**src/hw/mul_pkg.sv**
```systemverilog
// ~~~~~~~~~~~~~~~~~~~~~~~~~~~~~~~~~~~~~~~~
// multiplier widths, mode enum, operand struct
// and the per-level row count table
// ~~~~~~~~~~~~~~~~~~~~~~~~~~~~~~~~~~~~~~~~
`default_nettype none

package mul_pkg;

    localparam int XLEN = 32;
    localparam int PLEN = 2 * XLEN;

    // registered 3:2 levels between the row generator and the final adder
    localparam int NUM_STAGES = 8;

    typedef logic [XLEN-1:0] word_t;
    typedef logic [PLEN-1:0] prod_t;

    typedef enum logic {
        MODE_UNSIGNED = 1'b0,
        MODE_SIGNED   = 1'b1
    } mul_mode_e;

    // magnitudes plus the sign of the final product
    typedef struct packed {
        word_t a_mag;
        word_t b_mag;
        logic  neg;
    } operands_t;

    // every full group of three rows becomes two, leftovers pass through
    function automatic int rows_after(input int n);
        return (n / 3) * 2 + (n % 3);
    endfunction

    function automatic int rows_at_level(input int level);
        int n;
        n = XLEN;
        for (int i = 0; i < level; i++)
        begin
            n = rows_after(n);
        end
        return n;
    endfunction

    // rows entering each level, last entry is what leaves level 7
    // 32 22 15 10 7 5 4 3 2
    localparam int ROW_COUNT [0:NUM_STAGES] = '{
        rows_at_level(0),
        rows_at_level(1),
        rows_at_level(2),
        rows_at_level(3),
        rows_at_level(4),
        rows_at_level(5),
        rows_at_level(6),
        rows_at_level(7),
        rows_at_level(8)
    };

endpackage

`default_nettype wire

```
**src/hw/csa_reduce_stage.sv**
```systemverilog
// ~~~~~~~~~~~~~~~~~~~~~~~~~~~~~~~~~~~~~~~~
// csa_reduce_stage: one registered 3:2 level
// ~~~~~~~~~~~~~~~~~~~~~~~~~~~~~~~~~~~~~~~~
`timescale 1ns/10ps
`default_nettype none

module csa_reduce_stage #(
    parameter int ROWS_IN = 3
) (
    input  logic                                               clk,
    input  logic                                               rst_n,
    input  mul_pkg::prod_t [ROWS_IN-1:0]                       rows_in,
    input  logic                                               neg_in,
    output mul_pkg::prod_t [mul_pkg::rows_after(ROWS_IN)-1:0]  rows_out,
    output logic                                               neg_out
);
    import mul_pkg::*;

    localparam int ROWS_OUT = rows_after(ROWS_IN);
    localparam int GROUPS   = ROWS_IN / 3;
    localparam int LEFT     = ROWS_IN % 3;

    prod_t [ROWS_OUT-1:0] nxt_rows;

    for (genvar g = 0; g < GROUPS; g++)
    begin : g_csa
        prod_t x;
        prod_t y;
        prod_t z;

        assign x = rows_in[3*g];
        assign y = rows_in[3*g+1];
        assign z = rows_in[3*g+2];

        // bitwise full adders, carry row moves up one weight
        // the carry out of bit 63 is beyond the product and is dropped
        assign nxt_rows[2*g]   = x ^ y ^ z;
        assign nxt_rows[2*g+1] = ((x & y) | (x & z) | (y & z)) << 1;
    end

    // one or two rows that do not fill a group go through untouched
    for (genvar k = 0; k < LEFT; k++)
    begin : g_pass
        assign nxt_rows[2*GROUPS+k] = rows_in[3*GROUPS+k];
    end

    always_ff @(posedge clk)
    begin
        if (!rst_n)
        begin
            rows_out <= '0;
            neg_out  <= 1'b0;
        end
        else
        begin
            rows_out <= nxt_rows;
            neg_out  <= neg_in;
        end
    end

    // running totals of both sides of the register
    prod_t in_sum;
    prod_t out_sum;

    always_comb
    begin
        in_sum = '0;
        for (int i = 0; i < ROWS_IN; i++)
        begin
            in_sum = in_sum + rows_in[i];
        end
    end

    always_comb
    begin
        out_sum = '0;
        for (int i = 0; i < ROWS_OUT; i++)
        begin
            out_sum = out_sum + rows_out[i];
        end
    end

    // compression keeps the value of the rows, mod 2^64, across the clock
    a_sum_kept: assert property (
        @(posedge clk) disable iff (!rst_n)
        $past(rst_n) |-> (out_sum == $past(in_sum))
    )
    else
        $error("csa_reduce_stage %0d: row sum changed", ROWS_IN);

endmodule

`default_nettype wire

```
**config.mk**
```make
export PLATFORM = sky130hd
export DESIGN_NAME = csa_reduce_stage
export DESIGN_NICKNAME = d
export VERILOG_FILES = /design/src/hw/mul_pkg.sv /design/src/hw/csa_reduce_stage.sv
export SDC_FILE = /design/constraint.sdc
export NUM_CORES = 1
export LEC_CHECK = 0
export BUFFER_PORTS_ARGS = -buffer_cell sky130_fd_sc_hd__buf_2
export CAP_MARGIN = 40
export CORE_AREA = 2 2 124 126
export CTS_BUF_LIST = sky130_fd_sc_hd__clkbuf_16
export CTS_CLUSTER_DIAMETER = 100
export DETAILED_ROUTE_END_ITERATION = 16
export DIE_AREA = 0 0 126 128
export GPL_TIMING_DRIVEN = 0
export PLACE_DENSITY = 0.61
export SYNTH_ARGS = -nofsm -noshare
export SYNTH_HDL_FRONTEND = slang
export SYNTH_SLANG_ARGS = --single-unit
```
**constraint.sdc**
```tcl
create_clock -name clk -period 1.18 [get_ports clk]
set_clock_uncertainty 0.15 [all_clocks]
set_input_delay 0.059 -clock clk [delete_from_list [all_inputs] [get_ports clk]]
set_output_delay 0.059 -clock clk [all_outputs]
set_load 0.01 [all_outputs]
```
## Word level (Yosys, flattened, before mapping)

Cells that the tools add are included.

| operators by class | value |
|---|---|
| add/sub/neg operators | 0 |
| $mul | 0 |
| divide/modulo/power cells | 0 |
| magnitude comparators | 0 |
| eq/ne operators | 0 |
| shift-type cells | 0 |
| muxes and demuxes | 0 |
| bitwise operators | 7 |
| reduce and logical (&&, ||, !) cells | 0 |

Operator list:

| cell | number |
|---|---|
| AND 63 bit | 3 |
| XOR 64 bit | 2 |
| bitwise OR 63 bit | 2 |

| storage, ports and cells | value |
|---|---|
| register bits | 129 |
| latch bits | 0 |
| RAM bits | 0 |
| memory bits (read-only) | 0 |
| input port bits | 195 |
| output and inout bits | 129 |
| logic and storage cells | 11 |
| memories | 0 |

## Depth between registers and ports, before layout

| logic depth | value |
|---|---|
| word-level depth | 3 |
| mapped depth | 3 |
| gate-level depth less buffers | 2 |

## Worst setup path before layout

No wires, ideal clock.

| timing | value |
|---|---|
| path kind | in2reg |
| start | input rows_in[0] in the netlist's numbering |
| end | register rows_out[0] in the netlist's numbering |
| setup time | 0.115 ns |
| arrival time | 0.651 ns |
| data required time | 0.915 ns |
| slack | 0.264 ns |
| cell stages on the path | 2 |
| path buffers | 0 |
| path through | fa_1 > and2_1 |

| on the way | value |
|---|---|
| word-level cells in the longest chain between the ends | 2 |

RTL lines:

| what | line | text |
|---|---|---|
| from (decl) | csa_reduce_stage.sv:12 | `input mul_pkg::prod_t [ROWS_IN-1:0] rows_in,` |
| XOR 64 bit (2 in a row) | csa_reduce_stage.sv:37 | `assign nxt_rows[2*g] = x ^ y ^ z;` |
| to (signal assigned) | csa_reduce_stage.sv:56 | `rows_out <= nxt_rows;` |
| to (decl) | csa_reduce_stage.sv:14 | `output mul_pkg::prod_t [mul_pkg::rows_after(ROWS_IN)-1:0] rows_out,` |

Every way passes these cells.
A chain may end at the register's enable or synchronous reset.

==> results.md <==
Logic synthesis
- number of instances in the synthesized netlist: 336
- syn_nets: 594
- fraction of the yosys area taken by sequential cells: 54.1%
- Avg Inst Size Synth: 14.1 um^2
- total standard cell area after synthesis: 4730 um^2
- Yosys cell types: 10
- number of synthesis warnings: 0
- post-synthesis register bit count: 128

STA
- final count of hold timing violations: 68
- setup TNS: -99.9 ps
- worst hold slack across all endpoints: -126 ps
- post-route clock period utilization: 102%
- Max Transition Viols Final: 0
- worst-case setup margin in the final layout: -29.4 ps
- crit path time final: 1210 ps
- count of final setup violators: 9
- FMAX: 827 MHz

Clock tree
- CTS tree: done
- cts bufs inserted: 17
- Root Buffer: sky130_fd_sc_hd__clkbuf_16
- clock-pin slew reported for the worst setup and hold paths after clock tree synthesis: 60 ps
- total clock sinks: 128
- number of buffers on the longest clock path: 2
- number of levels the H-tree was split into: 4

Cells and area
- growth of design area from synthesis to finish: 78.4%
- area of all sequential standard cells: 2560 um^2
- area of all placed cells without fillers: 8440 um^2
- number of inserted diodes: 0
- area used by multi-input combinational logic: 2100 um^2
- total number of nets in the final design: 1,041
- layout filler cell count: 1,212
- share of layout cells above drive strength 1: 41.1%

Floorplanning
- core region area: 14,900 um^2
- Chip Width: 126 um
- initial core utilization: 31.8%
- I/O pin count: 324
- cell row count: 45
- vertical extent of the die: 128 um
- area enclosed by the die boundary: 16,100 um^2

Placement
- GP Congestion: 0.861
- number of port buffers: 321
- placed cell areas: 6580 um^2
- worst setup timing slack at the placement stage: 66.0 ps
- total half-perimeter wirelength after legalization and detailed placement: 10.5 mm

Routing
- routed length per placed instance: 14.7 um
- residual antenna-violating net count after detailed routing: 0
- Starting DRT DRC Count: 76
- Post-Route WL: 14.5 mm
- # DRC: 0
- number of search-and-repair iterations in the first detailed-routing pass: 4
- Via density: 4.17
- routed vias: 4,101

Pwr
- Int Pwr: 8.87 mW
- sequential fraction of design power: 41.2%
- total power per unit cell area: 1380 nW/um^2
- worst vdd ir: 919 uV
- standby leakage power: 4.10 nW
- Switching Fraction: 23.8%
- combinational power share: 17.2%
- switching power: 2.78 mW
- Final Total Pwr: 11.6 mW
- share of power burned in the clock network: 41.6%

Worst hold path
- class of the tightest hold or removal check: input port to register

Global routing
- met3 usage in global routing: 6.76%
- GR peak layer: met2
- vias in the first global route: 4,888
- Global Route met1 Usage: 18.7%
- initial antenna violation count: 0
- total global routing track utilization: 18.8%
- met2 global-route usage: 34.5%
- maximum number of pins on one net before global-route repair: 17
- grt ovf: 0
- wire length of the first global-routing pass: 23.5 mm

Critical path
- worst setup path category: input port to register
- sort of element at the end of the critical path: register
- Worst EP required: 1330 ps
- type of origin of the critical path: input port
- largest fanout on the critical path: 1
- critical path data arrival time: 1360 ps

Flow run
- maxcap violations: 0

Status
- failing checks: negative hold slack, negative setup slack
- run status: finished with violations

final cells by class:
type,count,area share [%]
plain buffers,15,0.948
clock inverters,15,1.53
multi-input cells,193,24.9
repair buffers,428,34.4
clock buffers,17,5.04
well taps,188,2.79
flip-flops and latches,128,30.3
timing repair:
action | CTS | global route
endpoints found under the hold margin | 128 | 70
gates resized for setup | 0 | 9
hold buffers | 150 | 1
setup buffers | 0 | 0
endpoints found under the setup margin | 0 | 49
flip-flops by register name (all words and copies together) (netlist names):
| signal | flops |
|---|---|
| neg_out | 1 |
| rows_out | 127 |
cell families after synthesis:
kind of cell,Yosys count,share of synthesized area [%]
adder cells (fa/ha/maj),63,26.6
other,1,0.0792
AND/OR/NAND/NOR,128,17.0
XOR/XNOR,1,0.476
buffers and inverters,15,1.69
flip-flops,128,54.1
placed cells by master (no fill, tap or decap):
cell type                          n
sky130_fd_sc_hd__buf_2           278
sky130_fd_sc_hd__dlygate4sd3_1   147
sky130_fd_sc_hd__dfxtp_1         128
sky130_fd_sc_hd__and2_1          122
sky130_fd_sc_hd__fa_1             63
sky130_fd_sc_hd__clkbuf_16        17
sky130_fd_sc_hd__clkbuf_2         12
sky130_fd_sc_hd__clkinv_2          7
sky130_fd_sc_hd__and2_4            5
sky130_fd_sc_hd__dlymetal6s4s_1    4
sky130_fd_sc_hd__clkinvlp_4        3
sky130_fd_sc_hd__inv_1             2
sky130_fd_sc_hd__bufinv_16         2
sky130_fd_sc_hd__clkbuf_4          1
sky130_fd_sc_hd__xnor3_1           1
sky130_fd_sc_hd__nor2b_2           1
sky130_fd_sc_hd__buf_4             1
sky130_fd_sc_hd__conb_1            1
sky130_fd_sc_hd__clkinv_1          1
metal layers:
layer	part of all wire (%)	routed length [um]
met3	6.8	990
met5	0	0
met2	56	8140
met4	3.4	492
met1	33	4840
critical path, cell delays in order:
cell and delay, ps:
sky130_fd_sc_hd__dlygate4sd3_1 560, sky130_fd_sc_hd__buf_2 140, sky130_fd_sc_hd__fa_1 460, sky130_fd_sc_hd__and2_1 140
path summary, 6_finish.rpt:
path                        start            to  slack (ps)  cells past startpoint
worst max-delay path  rows_in[18]  rows_out[18]         -30                      4
worst min-delay path  rows_in[75]  rows_out[76]        -130                      3
through the flow:
stage	std cells	util [%]
finish	984	56.8
global route	984	56.8
CTS	1027	58.1
detailed placement	845	44.2
global placement	845	44.2
floorplan	336	-
power groups by stage:
stage | Sequential (mW) | Clock, mW | Combinational (mW)
after floorplan | 5.09 | 0 | 0.432
after global placement | 4.87 | 0 | 1.62
after detailed placement | 4.88 | 0 | 1.66
after CTS | 4.80 | 4.98 | 2.06
after global routing | 4.82 | 5.15 | 2.24
final | 4.80 | 4.85 | 2.00
synth_stat cells (all sizes together):
cell	instances	area [um^2]
conb	1	3.75
clkbuf	13	67.6
and2	127	795
xnor3	1	22.5
fa	63	1260
buf	2	12.5
nor2b	1	8.76
dfxtp	128	2560
(Power assumes the default switching activity.)
