--- src/hw/mul_pkg.sv ---
// ~~~~~~~~~~~~~~~~~~~~~~~~~~~~~~~~~~~~~~~~
// multiplier widths, mode enum, operand struct
// and the per-level row count table
// ~~~~~~~~~~~~~~~~~~~~~~~~~~~~~~~~~~~~~~~~
`default_nettype none

package mul_pkg;

    localparam int XLEN = 32;
    localparam int PLEN = 2 * XLEN;

    // registered 3:2 levels between the row generator and the final adder
    localparam int NUM_STAGES = 8;

    typedef logic [XLEN-1:0] word_t;
    typedef logic [PLEN-1:0] prod_t;

    typedef enum logic {
        MODE_UNSIGNED = 1'b0,
        MODE_SIGNED   = 1'b1
    } mul_mode_e;

    // magnitudes plus the sign of the final product
    typedef struct packed {
        word_t a_mag;
        word_t b_mag;
        logic  neg;
    } operands_t;

    // every full group of three rows becomes two, leftovers pass through
    function automatic int rows_after(input int n);
        return (n / 3) * 2 + (n % 3);
    endfunction

    function automatic int rows_at_level(input int level);
        int n;
        n = XLEN;
        for (int i = 0; i < level; i++)
        begin
            n = rows_after(n);
        end
        return n;
    endfunction

    // rows entering each level, last entry is what leaves level 7
    // 32 22 15 10 7 5 4 3 2
    localparam int ROW_COUNT [0:NUM_STAGES] = '{
        rows_at_level(0),
        rows_at_level(1),
        rows_at_level(2),
        rows_at_level(3),
        rows_at_level(4),
        rows_at_level(5),
        rows_at_level(6),
        rows_at_level(7),
        rows_at_level(8)
    };

endpackage

`default_nettype wire

--- src/hw/product_adder.sv ---
// ~~~~~~~~~~~~~~~~~~~~~~~~~~~~~~~~~~~~~~~~
// product_adder: final add and sign restore
// ~~~~~~~~~~~~~~~~~~~~~~~~~~~~~~~~~~~~~~~~
`timescale 1ns/10ps
`default_nettype none

module product_adder (
    input  mul_pkg::prod_t [1:0] rows,
    input  logic                 neg,
    output mul_pkg::word_t       hi,
    output mul_pkg::word_t       lo
);
    import mul_pkg::*;

    prod_t mag;
    prod_t result;

    // carry-propagate add of the last sum and carry rows
    assign mag = rows[0] + rows[1];

    // negate all 64 bits so the +1 ripples from lo into hi
    assign result = neg ? -mag : mag;

    assign hi = result[PLEN-1:XLEN];
    assign lo = result[XLEN-1:0];

endmodule

`default_nettype wire

--- config.mk ---
export PLATFORM = sky130hd
export DESIGN_NAME = product_adder
export DESIGN_NICKNAME = d
export VERILOG_FILES = /design/src/hw/mul_pkg.sv /design/src/hw/product_adder.sv
export SDC_FILE = /design/constraint.sdc
export NUM_CORES = 1
export LEC_CHECK = 0
export ABC_AREA = 1
export BUFFER_PORTS_ARGS = -buffer_cell sky130_fd_sc_hd__buf_2
export CAP_MARGIN = 20
export CORE_MARGIN = 4
export CORE_UTILIZATION = 40
export DETAILED_ROUTE_END_ITERATION = 6
export GPL_TIMING_DRIVEN = 1
export SLEW_MARGIN = 15
export SYNTH_ARGS = -nofsm -noshare
export SYNTH_HDL_FRONTEND = slang
export SYNTH_SLANG_ARGS = --single-unit
--- constraint.sdc ---
create_clock -name vclk -period 3.6
set_clock_uncertainty 0.15 [all_clocks]
set_input_delay 0.18 -clock vclk [all_inputs]
set_output_delay 0.18 -clock vclk [all_outputs]
set_load 0.02 [all_outputs]
After elaboration in Yosys (flattened, before gate mapping)
Index checks and enable logic that the tools add are counted.
{ "word_totals": {"n_memories": 0, "latch_bits": 0, "ram_bits": 0, "out_inout_bits": 64, "regBits": 0, "word_cells": 3, "in_bits": 129, "rom_bits": 0} }
{ "classes": {"n_mux": 1, "add_sub_neg": 2, "multipliers": 0, "shift": 0, "n_bitwise": 0, "reduce_logical": 0, "eq_ne": 0, "div": 0, "order_cmp": 0} }
{ "ops": {"columns": ["cell", "count"], "rows": [
  ["adder 64 bit", 1],
  ["two-way mux 64 bit", 1],
  ["negation 64 bit", 1]
]} }

Longest topological paths before layout
Gate-level depths: netlist (run 1).
{ "depth": {"ltp_word": 3, "depth_mapped": 25, "depth_no_buf": 25} }

Worst setup path after synthesis (run 1)
OpenSTA, ideal clock, no wires.
{ "synth_path": {"path_kind": "input port to output port", "from": "input rows[0] in the netlist's numbering", "to": "output hi[22]", "path_slack_ps": 755, "arrival_time_ps": 2515, "required_time_ps": 3270, "cell_stages": 19, "path_buffers": 0, "cell_sequence": "ha_1 > inv_1 > fa_1 > inv_1 > nand3_2 > nand2_2 > nand2_2 > nand2_2 > nand2_1 > nand2_2 > xnor2_1 > nand3_2 > nor2_4 > nand2_2 > nor2_2 > nand2_1 > nand2_2 > nand2_1 > xor2_1"} }
{ "synth_between": {"elab_chain_cells": 3} }
{ "synth_lines": {"columns": ["element", "line", "rtl"], "rows": [
  ["start, declared", "product_adder.sv:8", "input mul_pkg::prod_t [1:0] rows,"],
  ["adder 64 bit *", "product_adder.sv:19", "assign mag = rows[0] + rows[1];"],
  ["negation 64 bit", "product_adder.sv:22", "assign result = neg ? -mag : mag;"],
  ["two-way mux 64 bit *", "product_adder.sv:22", null],
  ["end, declared", "product_adder.sv:10", "output mul_pkg::word_t hi,"]
]} }
Mark *: on every way between the ends. The rest lies on a longest branch, timed or not.

Final worst setup path (run 1)
{ "layout_path": {"from": "input rows[34] in the netlist's numbering", "to": "output hi[27]"} }
Same word-level chain as after synthesis.

==> results.md, run 1 <==
- WL/cell: 14.8 µm
- Worst slew pin tran: approximately 740 ps
- Post-DR vias/cell: between 4 and 5
- FP Rows: 52
- Clock power share: 0
- Tot GR Track Use: 0.274
- CP required: between 3000 and 4000 ps
- Cell area after synthesis: about 8400 µm²
- Minimum clock period: ~3400 ps
- Worst hold margin: 582 ps
- Core outline area: around 20000 µm²
- Post-synthesis cell type count: 36
- First-pass GRT wire length: 52600 µm
- Die area: approximately 23000 µm²
- Final hold vios: 0
- Post-Synthesis Cells: between 1500 and 2000
- Multiplexer area fraction after synthesis: 0
- Critical path endpoint category: primary output
- Worst path max stage delay: 380 ps
- Crit share post-route: 0.947
- Drt total wl: 33800 µm
- Grt ovf: 0
- Chip width: about 150 µm
- Crit-path slowest cell: ha_1
- Number of port buffers: around 190
- Run status: finished, final reports clean
- Dpl cells: roughly 2300
- Net Sw Frac: 0.683
- Part of the power in registers: 0
- Final setup fails: 0
- Synthesized area per cell: between 4 and 5 µm²
- Slew headroom: 0.509
- CP bufs+invs: 2
- Die Span Y: 153 µm
- Peak supply drop: roughly 0.076 mV
- Flip-flop and latch count: 0
- Fmax: about 290 MHz
- P_sw: between 1000 and 1500 µW
- CP cell instances: buf_2 -> ha_1 -> nand2_1 -> nor2_1 -> nand2_1 -> nor2_1 -> nand3_1 -> nand3_1 -> nand2_1 -> nor2_1 -> nand3_1 -> nor2_1 -> nand2_1 -> nand2_1 -> nand2_1 -> nand2_1 -> nand2_1 -> buf_2
- Antenna Nets Post-Route: 0
- Syn Nets: 1996
- Internal: about 680 µW
- Worst setup margin: ~190 ps
- Maximum net fanout on the critical path: 4
- Initial Util: 0.410
- # IOs: approximately 190
- Nets: between 2000 and 2500
- Critical path depth in cells: 18
- Initial antenna violation count: 0
- Max Slew Vio Count: 0
- GP Congestion: between 0.9 and 1
- Register Area: 0 µm²
- Vias in the first global route: a little over 10000
- Area delta synth->final: 20.0%
- Crit path DAT: approximately 3000 ps
- Largest net degree at the start of global routing: 51
- Synth Area in Simple Gates: 0.610
- Sequential fraction of the synthesis area: 0
- Layout Cells excl Fill: between 2000 and 2500
- Lkg Pwr: between 0.006 and 0.007 µW
- Crit path top cell by count: nand2_1
- DR pass1 iterations: 5
- Vias: around 11000
- Synth warn: 0
- P per Cell Area: 214 nW/µm²
- Worst Setup SP: rows[34]
- Largest family of logic cells by synthesized area: simple AND/OR/NAND/NOR gates
- Pre-CTS setup slack: -153 ps
- Post-route cell area: between 10000 and 15000 µm²
- # DRC: 0
- Ant diodes: 0
- Startpoint types: primary input
- Post-Synth XOR/XNOR Area: 0.0521
- Worst Setup EP: hi[27]
- Fraction of the mapped netlist area in compound gates: 0.0626
- Combinational share of power: 1.000
- Layout cells sized above 1: 0.189
- Worst Hold Class: primary input to primary output
- Area share of fa/ha/maj cells after synthesis: 0.0980
- Crit path kind: primary input to primary output
- MaxCap Viol Count: 0
- Placed Area: a little under 10000 µm²
- Post-DP HPWL: between 30000 and 40000 µm
- Iter 0 DRT Violations: 814
- CP top delay family: simple AND/OR/NAND/NOR gates
- Clock buffers: 0
- Min-Delay Path Depth: 3
how the worst min path moves through the flow:
stage	to	slack, ps	start
3_5_place_dp	lo[0]	570	rows[64]
6_report	lo[0]	580	rows[64]
5_1_grt	lo[0]	610	rows[64]
3_3_place_gp	lo[0]	570	rows[64]
2_1_floorplan	lo[0]	420	rows[64]
4_1_cts	lo[0]	570	rows[64]
layout make-up:
type / instances / area [µm²]
Tap cell: 270 / 338
Multi-Input combinational cell: 1410 / 7140
Inverter: 384 / 1440
Fill cell: 2409 / 10400
Timing Repair Buffer: 215 / 1130
cell usage after synthesis (6+ instances only):
cell type	n	share of area
nor3_1	7	0.0042
nand3_2	13	0.016
nor2_1	175	0.078
inv_1	376	0.17
nor2_2	23	0.017
nand3b_1	15	0.013
nand2_1	777	0.35
nor2_4	7	0.0094
o21ai_0	26	0.016
nand2_2	37	0.028
xnor2_1	16	0.017
xor2_1	32	0.033
nand3_1	110	0.066
a21oi_1	53	0.032
inv_2	8	0.0036
ha_1	64	0.096
nand4_1	25	0.019
o21bai_1	6	0.0054
cell usage in the layout (no fill, tap or decap), types with 23 or more instances in the layout:
master     n
nand2_2   47
nor2_2    49
buf_2    192
o21ai_0   25
a21oi_1   50
nand4_1   25
nor2_1   147
buf_4     23
xor2_1    30
nand2_1  765
inv_1    373
ha_1      54
nand3_1  106
power by group through the flow:
stage / Combinational, µW / Clock [µW] / Sequential, µW
CTS: 2070 / 0 / 0
floorplan: 1380 / 0 / 0
global placement: 2060 / 0 / 0
global route: 2370 / 0 / 0
finish: 2150 / 0 / 0
detailed placement: 2060 / 0 / 0
metal layers:
metal | vias up | global-route usage | wire (µm)
met4 | 0 | 0.0938 | 1370
li1 | 5849 | - | -
met5 | - | 0 | 0
met3 | 59 | 0.0338 | 2350
met2 | 360 | 0.448 | 14700
met1 | 4898 | 0.373 | 15400
logic make-up (layout without fill, tap and decap cells):
group / Yosys count / after routing
xor gates and xnor gates: 49 / 49
adders and majority gates: 65 / 65
and+or+nand+nor: 1201 / 1201
buffers and inverters: 392 / 599
AOI/OAI and AO/OA: 95 / 95
tightest hold or removal path: cells and delay by family:
family     cells  cell delay [ps]
buf+inv        2              230
fa+ha+maj      1              140
stage by stage:
step	power (µW)	util	TNS [ps]
floorplan	1380	-	0
global placement	2060	0.479	-504
detailed placement	2060	0.479	-213
CTS	2070	0.479	0
global route	2370	0.492	-13.0
finish	2150	0.492	0
what timing repair did:
action / 4_1_cts / 5_1_grt
pin swaps: 0 / 9
setup buffers: 0 / 3
endpoints found under the setup margin: 2 / 38
hold buffers: 0 / 0
resized for setup: 2 / 76
Power figures use the tool's default switching activity.
==> run 2: changes to the inputs <==
==> constraint.sdc (replaced) <==
create_clock -name vclk -period 4.4
set_clock_uncertainty 0.15 [all_clocks]
set_input_delay 0.22 -clock vclk [all_inputs]
set_output_delay 0.22 -clock vclk [all_outputs]
set_load 0.02 [all_outputs]
==> run 2 against run 1 <==
Flip-flop and latch count unchanged. Count of clock-buffer cells in the layout unchanged. Routed wire length up 1.7%. Core utilization down 2.0 points. Non-clock buffer count down 21. Global-route usage up 0.65 points. First-iteration DRC count up 4.2%. Worst hold slack better by 73 ps. Final area down 4.1%. Via count up 0.52%. Critical path type unchanged. Largest cell class unchanged. Largest power group unchanged.
==> results.md, run 2 (synthesized netlist as in run 1, its figures left out) <==
- RSZ-0062 raised after global routing: false
- Lkg Pwr: 0.00623 µW (-2.2%)
- Minimum clock period: 3920 ps
- Crit path top cell by count: nand2_1
- CP cell instances: buf_2 -> ha_1 -> nand2_1 -> nand2_1 -> nand2_2 -> nand3_1 -> nand2_1 -> nand3_2 -> xnor2_1 -> nand2_1 -> nor2_1 -> nand2_1 -> nor2_4 -> nor2_2 -> nor2_4 -> xor2_1 -> inv_1 -> buf_2
- Die area: 23300 µm² (unchanged)
- Critical path endpoint category: primary output
- Hold Crit Endpoint: lo[0]
- CP top delay family: simple AND/OR/NAND/NOR gates
- First-pass GRT wire length: 53400 µm (+1.5%)
- Largest net degree at the start of global routing: 52 (+2.0%)
- Pre-CTS setup slack: 604 ps (+757 ps)
- Min-Delay Path Depth: 3 (unchanged)
- Slew headroom: 0.505 (-0.00370)
- P per Cell Area: 176 nW/µm² (-17%)
- Peak supply drop: 0.0697 mV (-8.0%)
- Core outline area: 20400 µm² (unchanged)
- Placed Area: 9640 µm² (-1.4%)
- Ant diodes: 0 (unchanged)
- Crit path kind: primary input to primary output
- Worst Hold Class: primary input to primary output
- Maximum net fanout on the critical path: 5 (+1)
- Critical path depth in cells: 18 (unchanged)
- Crit share post-route: 0.890
- Layout Cells excl Fill: 2258 (-0.92%)
- Crit-path slowest cell: xnor2_1
- Commonest non-fill, non-tap cell in the layout: nand2_1
- Crit path DAT: 3550 ps (+470 ps)
- Register Area: 0 µm² (unchanged)
- # DRC: 0 (unchanged)
- MaxCap Viol Count: 0 (unchanged)
- Drt total wl: 34400 µm (+1.7%)
- FILL cells: 2473 (+2.7%)
- Post-cts sizing count: 0 (-2)
- Number of port buffers: 193 (unchanged)
- Flip-flop and latch count: 0 (unchanged)
- Vias: 11224 (+0.52%)
- # IOs: 193 (unchanged)
- Worst path max stage delay: 610 ps (+230 ps)
- Most frequent cells in the layout: nand2_1, inv_1, buf_2, nor2_1, nand3_1
- Iter 0 DRT Violations: 848 (+4.2%)
- Startpoint types: primary input
- Post-CTS Setup Bufs: 0 (unchanged)
- Tot GR Track Use: 0.281 (+0.00650)
- Vias in the first global route: 10393 (+1.6%)
- Post-DP HPWL: 31300 µm (+1.8%)
- Setup TNS: 0 ps (unchanged)
- Final setup fails: 0 (unchanged)
- Fmax: roughly 260 MHz
- WL/cell: 15.2 µm (+2.6%)
- Post-route cell area: 9640 µm² (-4.1%)
- FP Rows: 52 (unchanged)
- Hold_buf cts: 0 (unchanged)
- Final Power: 1700 µW (-21%)
- CP bufs+invs: 3 (+1)
- Initial Util: 0.410 (unchanged)
- CP required: 4030 ps (+760 ps)
- Run status: finished, final reports clean
- Post-DR vias/cell: 4.97 (+1.5%)
- Final hold vios: 0 (unchanged)
- Nets: 2184 (-0.95%)
- Area of the multi-input gates: 6890 µm² (-3.5%)
- Clock buffers: 0 (unchanged)
- Worst setup margin: 484 ps (+293 ps)
- Die Span Y: 153 µm (unchanged)
- Chip width: 153 µm (unchanged)
- DR pass1 iterations: 5 (unchanged)
- Max Slew Vio Count: 0 (unchanged)
- Layout cells sized above 1: 0.147 (-0.0423)
- Hold Startpoint: rows[64]
- GP Congestion: 0.969 (-1.8%)
- Worst slew pin tran: 741 ps (+5.54 ps)
- Dpl cells: 2258 (-0.79%)
- Initial antenna violation count: 0 (unchanged)
- Area delta synth->final: 15.1%
- Antenna Nets Post-Route: 0 (unchanged)
- Grt ovf: 0 (unchanged)
==> run 2: worst max path at each step <==
stage | slack, ps | to | startpoint
finish | 480 | hi[5] | rows[2]
global route | 320 | hi[5] | rows[14]
CTS | 590 | hi[5] | rows[2]
detailed placement | 600 | hi[5] | rows[2]
global placement | 570 | hi[5] | rows[26]
floorplan | 1470 | hi[22] | rows[0]
==> run 2: per-layer routing <==
layer  vias to the layer above  wire length [µm]  track usage
met2                       387             15200        0.462
li1                       5795                 -            -
met1                      4989             15400        0.386
met5                         -                 0            0
met3                        53              2670       0.0369
met4                         0              1100       0.0772
==> run 2: area by class of cell <==
cell class,count,area share
inverter,384,0.149
multi-input combinational,1410,0.715
tap,270,0.0350
timing repair buffer,194,0.101
==> run 2: metrics by stage <==
stage	utilization	hold slack, ps
6_report	0.472	655
5_1_grt	0.472	677
4_1_cts	0.472	660
3_5_place_dp	0.472	658
3_3_place_gp	0.472	651
2_1_floorplan	-	504
==> run 2: power breakdown <==
group	total (µW)	switching, µW	leakage (µW)	internal, µW
Combinational	1700	1180	0.00623	517
Sequential	0	0	0	0
Clock	0	0	0	0
