## config.mk

```make
export PLATFORM = sky130hd
export DESIGN_NAME = operand_conditioner
export DESIGN_NICKNAME = d
export VERILOG_FILES = /design/src/hw/mul_pkg.sv /design/src/hw/operand_conditioner.sv
export SDC_FILE = /design/constraint.sdc
export NUM_CORES = 1
export LEC_CHECK = 0
export BUFFER_PORTS_ARGS = -buffer_cell sky130_fd_sc_hd__buf_2
export CORE_MARGIN = 5
export CORE_UTILIZATION = 42
export DETAILED_ROUTE_END_ITERATION = 16
export PLACE_DENSITY = 0.9
export SYNTH_ARGS = -nofsm -noshare
export SYNTH_HDL_FRONTEND = slang
export SYNTH_SLANG_ARGS = --single-unit
export TNS_END_PERCENT = 30
```

## constraint.sdc

```tcl
create_clock -name vclk -period 3.95
set_clock_uncertainty 0.1 [all_clocks]
set_input_delay 0 -clock vclk [all_inputs]
set_output_delay 0 -clock vclk [all_outputs]
set_load 0.01 [all_outputs]
```

## src/hw/mul_pkg.sv

```systemverilog
// ~~~~~~~~~~~~~~~~~~~~~~~~~~~~~~~~~~~~~~~~
// multiplier widths, mode enum, operand struct
// and the per-level row count table
// ~~~~~~~~~~~~~~~~~~~~~~~~~~~~~~~~~~~~~~~~
`default_nettype none

package mul_pkg;

    localparam int XLEN = 32;
    localparam int PLEN = 2 * XLEN;

    // registered 3:2 levels between the row generator and the final adder
    localparam int NUM_STAGES = 8;

    typedef logic [XLEN-1:0] word_t;
    typedef logic [PLEN-1:0] prod_t;

    typedef enum logic {
        MODE_UNSIGNED = 1'b0,
        MODE_SIGNED   = 1'b1
    } mul_mode_e;

    // magnitudes plus the sign of the final product
    typedef struct packed {
        word_t a_mag;
        word_t b_mag;
        logic  neg;
    } operands_t;

    // every full group of three rows becomes two, leftovers pass through
    function automatic int rows_after(input int n);
        return (n / 3) * 2 + (n % 3);
    endfunction

    function automatic int rows_at_level(input int level);
        int n;
        n = XLEN;
        for (int i = 0; i < level; i++)
        begin
            n = rows_after(n);
        end
        return n;
    endfunction

    // rows entering each level, last entry is what leaves level 7
    // 32 22 15 10 7 5 4 3 2
    localparam int ROW_COUNT [0:NUM_STAGES] = '{
        rows_at_level(0),
        rows_at_level(1),
        rows_at_level(2),
        rows_at_level(3),
        rows_at_level(4),
        rows_at_level(5),
        rows_at_level(6),
        rows_at_level(7),
        rows_at_level(8)
    };

endpackage

`default_nettype wire

```

## src/hw/operand_conditioner.sv

```systemverilog
// ~~~~~~~~~~~~~~~~~~~~~~~~~~~~~~~~~~~~~~~~
// operand_conditioner: magnitudes and product sign
// ~~~~~~~~~~~~~~~~~~~~~~~~~~~~~~~~~~~~~~~~
`timescale 1ns/10ps
`default_nettype none

module operand_conditioner (
    input  mul_pkg::word_t     a,
    input  mul_pkg::word_t     b,
    input  mul_pkg::mul_mode_e mode,
    output mul_pkg::operands_t ops
);
    import mul_pkg::*;

    logic a_neg;
    logic b_neg;

    // only signed mode looks at the top bits
    assign a_neg = (mode == MODE_SIGNED) && a[XLEN-1];
    assign b_neg = (mode == MODE_SIGNED) && b[XLEN-1];

    // two's complement of the most negative value is 2^31, still fits unsigned
    assign ops.a_mag = a_neg ? -a : a;
    assign ops.b_mag = b_neg ? -b : b;
    assign ops.neg   = a_neg ^ b_neg;

    always_comb
    begin
        assert (mode == MODE_SIGNED || !ops.neg)
        else
            $error("operand_conditioner: neg set in unsigned mode");
    end

endmodule

`default_nettype wire

```

---- After elaboration in Yosys (flattened, before gate mapping) ----
Index checks and enable logic that the tools add are counted.
word-level totals
  register bits after elaboration ......... 0
  input bits .............................. 65
  output and inout port bits .............. 65
  word-level logic and storage cells ...... 7
operators by class
  reduce and logical (&&, ||, !) cells .... 2
  bitwise logic cells ..................... 1
  add/sub/neg operators ................... 2
  muxes and demuxes ....................... 2
operator list
  cell               number
  2-to-1 mux 32 bit  2
  negator 32 bit     2
  logical AND 1 bit  2
  bitwise XOR 1 bit  1

---- Depth between registers and ports, before layout ----
Gate-level depths: netlist of the first run.
  word-level depth ........................ 2
  gate-level depth with buffers ........... 7

---- Least setup slack after synthesis of the first run ----
No wires, ideal clock.
  path type ............................... in2out
  start point ............................. input port b[1]
  end point ............................... output port ops[27] (netlist name)
  path slack .............................. 2.338 ns
  buffers on the path ..................... 0
  arrival time ............................ 1.512 ns
  stages .................................. 7
  required time ........................... 3.850 ns
  cells stage by stage .................... inv_1 ha_1 nor4b_1 nand2_1 nor4_1 a31oi_1 xor2_1
RTL lines
  what                RTL line                   source
  start: declaration  operand_conditioner.sv:9   input mul_pkg::word_t b,
  end: declaration    operand_conditioner.sv:11  output mul_pkg::operands_t ops

==> results.toml, run 1 <==
[status]
status = "complete, no violations"

[run]
drv_cap = 0

[floorplan]
start_util_pct = 44.6
rows = 20
die_area_mm2 = 0.00454
fp.coreArea_mm2 = 0.00310
dieHeight_um = 67.4
die_w_um = 67.4
pin_count = 130

[global_route]
grt_max_degree = 21
track_usage_pct = 19.8
grt_pass1_vias = 1825
grt_pass1_wl_mm = 7.53
grt-ovfl-total = 0
antenna_found_initial = 0

[critical_path]
cpPeakStageDelay_ps = 440
critical_path_class = "in2out"
arrival_ps = 1910
worst_setup_path_end_kind = "output port"
path_max_fanout = 4
crit_path_top_delay_cell = "nor4b_1"
worstPathCellList = "buf_2, inv_1, ha_1, nor4b_1, nand2_1, nor4_1, a31oi_1, xor2_1, buf_2"
path_buf_inv = 3
cpMostUsedCell = "buf_2"
critical-path-top-delay-family = "simple AND/OR/NAND/NOR gates"
critPathLaunchType = "input pin"
worstPathRequired_ps = 3850

[min_path]
min-delay-start = "b[0]"
min_to = "ops[1]"
hold_depth = 2
min_path_type = "in2out"

[routing]
avgViaCountPerCell = 5.14
antenna_left = 0
firstDrtPassIters = 4
detail_route.wl_per_cell_um = 12.9
vias = 1921
routed_wl_mm = 4.81
drt-initial-drc-count = 104
drc_errors = 0

[power]
power.share.sequential_pct = 0
internal_power_uw = 117
power_switching_uw = 143
pwr-share-comb_pct = 100.0
ir_drop_mv = 0.0735
p_leak_nw = 0.979
p_per_area_mw_per_mm2 = 127
power_frac_clock_pct = 0
netSwitchingFraction_pct = 55.1

[finish]
fin_util_pct = 66.0
design.seq.count = 0
area_growth_pct = 48.1
regArea_um2 = 0
num-nets-final = 399
antennaDiodeCount = 0
clkbuf_count = 0
drive_above_1_share_pct = 42.4
instances_no_fill = 374

[placement]
gp_congestion = 0.828
io_buffers = 130
pre_cts_slack_ps = 1950
hpwl_mm = 4.28
placed_cells = 374

[logic_synthesis]
netlist_instances = 209
yosys.area_share.xor_xnor_pct = 37.4
yosys-top-cells-area = "xnor2_1 22%, xor2_1 15%, nor2_1 6.5%, o21ai_0 5.8%, o31ai_1 5.4%"
synth.most_common_cell = "xnor2_1"
synthAdderAreaFrac_pct = 1.81
synth_top_family_by_area = "XOR/XNOR gates"
synth_area_leader_cell = "xnor2_1"
syn-num-nets = 276
synthSimpleGateAreaFrac_pct = 32.3
yosys_warnings = 0
synth_cell_types = 29
synth_top_area_share_pct = 22.2
synth-compound-area-share_pct = 23.6
avgSynthCellArea_um2 = 6.62
synthMuxAreaShare_pct = 0
netlist_top_cells_count = "35 x xnor2_1, 24 x nor2_1, 24 x xor2_1, 16 x o21ai_0, 14 x a21oi_1"
synth_area_mm2 = 0.00138
ys_seq_area_share_pct = 0

[timing]
relSlewSlack_pct = 58.6
tightestPinTransition_ps = 621
maxSlewViolCount = 0
grt_setup_unrepaired = "false"
final_hold_viol_count = 0
setup_tns_ps = 0
fin_crit_ps = 2010
max_freq_ghz = 0.498
finalCritPeriodShare_pct = 50.8
setup_slack_ps = 1940
finalSetupViolations = 0

[cts]
cts_setup_buffers = 0
cts_resized = 0
ctsHoldBuffers = 0
[cell type report]
class | instances | area (um2)
Timing Repair Buffer | 130 | 651
Inverter | 7 | 26.3
Tap cell | 44 | 55.1
Fill cell | 309 | 1060
Multi-Input combinational cell | 193 | 1320
[layout by cell type, fill, tap and decap left out, types with 3 or more instances in the layout]
cell	instances
a21oi_1	14
a31oi_1	4
and2_1	6
and3_1	4
buf_2	130
inv_1	7
nand2_1	12
nand2_2	3
nand3_1	5
nor2_1	24
nor3_1	11
nor4_1	3
o21ai_0	16
o31ai_1	10
o41ai_1	5
or4_1	3
xnor2_1	35
xor2_1	24
[routing by layer]
metal / GRT usage (%) / part of all wire, % / up-vias
li1: - / - / 991
met1: 24.9 / 43 / 875
met2: 39.0 / 52 / 55
met3: 0.499 / 5.1 / 0
met4: 0.253 / 0 / 0
met5: 0 / 0 / -
[cells by family after synthesis]
family / count (synthesis)
AND/OR/NAND/NOR: 81
adder cells (fa/ha/maj): 2
buffers and inverters: 16
AO/OA/AOI/OAI: 51
XOR/XNOR: 59
[metrics by stage]
step           instance area (um2)  total power [mW]  hold slack (ps)
3_3_place_gp                  2050             0.257              118
6_report                      2050             0.260              116
5_1_grt                       2050             0.286              144
3_5_place_dp                  2050             0.261              118
2_1_floorplan                 1380             0.131            -19.9
4_1_cts                       2050             0.262              119
[power groups by stage]
stage                     clock network, mW  logic [mW]  registers (mW)
after floorplan                           0       0.131               0
after global placement                    0       0.257               0
after detailed placement                  0       0.261               0
after CTS                                 0       0.262               0
after global routing                      0       0.286               0
final                                     0       0.260               0
[worst max path at each step]
stage,from,to,slack [ps],depth (start not counted)
floorplan,b[1],ops[27],2340,7
global placement,b[1],ops[27],1990,9
detailed placement,b[1],ops[27],1950,9
CTS,b[1],ops[27],1940,9
global route,b[1],ops[25],1650,9
finish,b[1],ops[27],1940,9
(Power assumes the default switching activity.)
==> inputs of run 2 (changes only) <==
- CORE_UTILIZATION: 42 -> 39
- PLACE_DENSITY: 0.9 -> 0.85
- clock period: 3.95 -> 2.1 ns (I/O delays scaled with it)
==> run 2 against run 1 <==
Compared with the run above:
- combinational power increased by 89%
- largest power group unchanged
- via count increased by 2.5%
- non-clock buffer count rose by 3
- setup slack worse by 1700 ps
- critical endpoint is now ops[50]
- total power increased by 89%
==> results.toml, run 2 (synthesis gave the netlist of run 1 again) <==
[floorplan]
fp.coreArea_mm2 = 0.00339
dieHeight_um = 69.5
start_util_pct = 40.8
die_w_um = 69.5
die_area_mm2 = 0.00484
rows = 21
pin_count = 130

[timing]
fin_crit_ps = 1850
finalCritPeriodShare_pct = 88.2
finalSetupViolations = 0
tightestPinTransition_ps = 612
final_hold_viol_count = 0
grt_setup_unrepaired = "false"
maxSlewViolCount = 0
relSlewSlack_pct = 59.2
max_freq_ghz = 0.540
setup_tns_ps = 0

[run]
drv_cap = 0

[global_route]
grt_pass1_wl_mm = 8.28
track_usage_pct = 19.2
grt_max_degree = 21
antenna_found_initial = 0
use_met3_pct = 3.48
top_usage_layer = "met2"
use_met1_pct = 22.8
grtUsageMet2_pct = 35.4
grt-ovfl-total = 0
grt_pass1_vias = 1854

[critical_path]
worst_setup_path_end_kind = "output port"
path_max_fanout = 6
worstPathRequired_ps = 2000
critPathLaunchType = "input pin"
critical_path_class = "in2out"
arrival_ps = 1750

[power]
power.share.sequential_pct = 0
power_uw = 492
internal_power_uw = 220
ir_drop_mv = 0.123
power_frac_clock_pct = 0
p_per_area_mw_per_mm2 = 237
pwr-share-comb_pct = 100.0
netSwitchingFraction_pct = 55.3
p_leak_nw = 0.994
power_switching_uw = 272

[placement]
hpwl_mm = 4.41
gp_congestion = 0.826
io_buffers = 130

[min_path]
min_path_type = "in2out"
hold_depth = 2

[finish]
fillCellCount = 328
antennaDiodeCount = 0
area_growth_pct = 49.9
mostFrequentLayoutCells = "130 x buf_2, 35 x xnor2_1, 24 x nor2_1, 24 x xor2_1, 16 x o21ai_0"
design.seq.count = 0
num-nets-final = 402
drive_above_1_share_pct = 42.9
final_common_cell = "buf_2"
clkbuf_count = 0
regArea_um2 = 0

[cts]
cts_resized = 0
cts_setup_buffers = 0
ctsHoldBuffers = 0

[routing]
routed_wl_mm = 4.99
drt-initial-drc-count = 73
avgViaCountPerCell = 5.20
antenna_left = 0
detail_route.wl_per_cell_um = 13.2
firstDrtPassIters = 4
drc_errors = 0
vias = 1969

[status]
status = "complete, no violations"
## run 2: layout make-up
type / count / area (um2) / share of cell area (%)
multi-input cells: 193 / 1320 / 63.5
repair buffers: 133 / 673 / 32.5
inverters: 7 / 26.3 / 1.27
well taps: 46 / 57.6 / 2.78
## run 2: worst paths after layout
check,from,slack [ps],endpoint
setup / recovery,a[4],250,ops[50]
hold / removal,b[0],120,ops[1]
## run 2: critical path: stages
cell and delay (ps):
buf_2 120, nor4_1 470, and3_1 350, nand2_2 130
o41ai_1 360, xnor2_1 170, buf_2 150
## run 2: through the flow
| stage | hold slack (ps) | utilization (%) | area, um2 | instances | setup slack [ps] |
|---|---|---|---|---|---|
| floorplan | -19.9 | - | 1380 | 209 | 488 |
| global route | 149 | 61.1 | 2070 | 379 | 30.0 |
| global placement | 119 | 61.1 | 2070 | 379 | 317 |
| detailed placement | 125 | 61.1 | 2070 | 379 | 219 |
| finish | 120 | 61.1 | 2070 | 379 | 247 |
| CTS | 127 | 61.1 | 2070 | 379 | 218 |
## run 2: metal layers
| metal | share of wire (%) | routed length [um] |
|---|---|---|
| met5 | 0 | 0 |
| met4 | 1.7 | 84 |
| met3 | 7.6 | 378 |
| met2 | 50 | 2490 |
| met1 | 41 | 2040 |
## run 2: power by group through the flow
stage	Combinational (mW)	Clock (mW)	Sequential, mW
floorplan	0.247	0	0
global placement	0.486	0	0
detailed placement	0.495	0	0
CTS	0.496	0	0
global route	0.542	0	0
finish	0.492	0	0
==> inputs of run 3 (changes only) <==
- CORE_UTILIZATION: 39 -> 35
- PLACE_DENSITY: 0.85 -> 0.8
- clock period: 2.1 -> 1.5 ns (I/O delays scaled with it)
==> run 3 against run 2 <==
Compared with the run above:
- the run now ends with setup timing left
- flip-flop and latch count unchanged
- core utilization rose by 12 points
- count of clock-buffer cells in the layout unchanged
- via count increased by 11%
- highest routed layer unchanged
==> results.toml, run 3 (synthesis gave the netlist of run 1 again) <==
[status]
status = "finished, violations left"
violations = "setup timing"

[floorplan]
die_w_um = 72.9
rows = 22
dieHeight_um = 72.9
fp.coreArea_mm2 = 0.00374
die_area_mm2 = 0.00531
pin_count = 130
start_util_pct = 36.9

[finish]
design.seq.count = 0
clkbuf_count = 0
mostFrequentLayoutCells = "126 x buf_2, 54 x buf_4, 35 x xnor2_1"
fin_area_mm2 = 0.00273
num-nets-final = 455
drive_above_1_share_pct = 58.0
fin_util_pct = 73.0
area_growth_pct = 97.6
antennaDiodeCount = 0
final_common_cell = "buf_2"
regArea_um2 = 0

[timing]
tightestPinTransition_ps = 566
max_freq_ghz = 0.536
holdWs_ps = 159
relSlewSlack_pct = 62.3
grt_setup_unrepaired = "true"
setup_slack_ps = -366
finalCritPeriodShare_pct = 124
maxSlewViolCount = 0
fin_crit_ps = 1870
final_hold_viol_count = 0
finalSetupViolations = 26

[routing]
routed_wl_mm = 5.96
antenna_left = 0
firstDrtPassIters = 4
drc_errors = 0
vias = 2190
drt-initial-drc-count = 61
detail_route.wl_per_cell_um = 13.7
avgViaCountPerCell = 5.05

[global_route]
grt_pass1_wl_mm = 9.14
grt-ovfl-total = 0
grt_pass1_vias = 2138
track_usage_pct = 20.4
antenna_found_initial = 0
grt_max_degree = 21

[run]
drv_cap = 0

[critical_path]
path_max_fanout = 3
critPathLaunchType = "input pin"
crit_path_top_delay_cell = "or4_4"
worstPathCellList = "buf_6, or4_4, nor3_4, buf_4, nand3_1, o41ai_2, xnor2_1, buf_2"
arrival_ps = 1770
path_buf_inv = 3
worst_setup_path_end_kind = "output port"
critical-path-top-delay-family = "simple AND/OR/NAND/NOR gates"
critical_path_class = "in2out"
worstPathRequired_ps = 1400
cpPeakStageDelay_ps = 560

[placement]
pre_cts_slack_ps = -292
hpwl_mm = 4.87
gp_congestion = 0.824
io_buffers = 130
dpl_cell_area_mm2 = 0.00244

[power]
p_leak_nw = 1.34
p_per_area_mw_per_mm2 = 303
ir_drop_mv = 0.213

[min_path]
min_path_type = "in2out"
==> run 3: cell count changes in the layout (fill, tap and decap cells not counted), sizes merged <==
cell | previous run | this run
buf | 133 | 186
==> run 3: power by group <==
group | internal [mW] | leakage (nW) | switching, mW
clock network | 0 | 0 | 0
registers | 0 | 0 | 0
logic | 0.398 | 1.34 | 0.432
total | 0.398 | 1.34 | 0.432
==> run 3: path summary, 6_finish.rpt <==
kind              startpoint  endpoint  depth (start not counted)
setup / recovery       a[10]   ops[57]                          8
hold / removal          a[0]   ops[33]                          2
==> run 3: through the flow <==
| stage | setup TNS, ps | instances | power, mW |
|---|---|---|---|
| 2_1_floorplan | 0 | 209 | 0.346 |
| 3_3_place_gp | -4630 | 429 | 0.760 |
| 3_5_place_dp | -5480 | 429 | 0.772 |
| 4_1_cts | -3800 | 431 | 0.807 |
| 5_1_grt | -7550 | 434 | 0.902 |
| 6_report | -4670 | 434 | 0.829 |
==> run 3: area by class of cell <==
| type | instances | area (um2) |
|---|---|---|
| multi-input cells | 193 | 1540 |
| fillers | 327 | 1010 |
| well taps | 48 | 60.1 |
| inverters | 7 | 26.3 |
| repair buffers | 186 | 1100 |
==> run 3: metal layers <==
metal / GRT usage (%) / vias to the layer above / wire [um]
met2: 39.9 / 71 / 3260
met1: 23.6 / 1004 / 2220
met4: 4.92 / 0 / 136
met5: 0 / - / 0
met3: 1.65 / 14 / 342
li1: - / 1101 / -
==> run 3: timing repair <==
item,in CTS,in global routing
cloned,0,0
gates resized for setup,30,23
pin swaps,7,5
setup endpoints to repair,31,41
hold buffers,0,0
buffers inserted,2,3
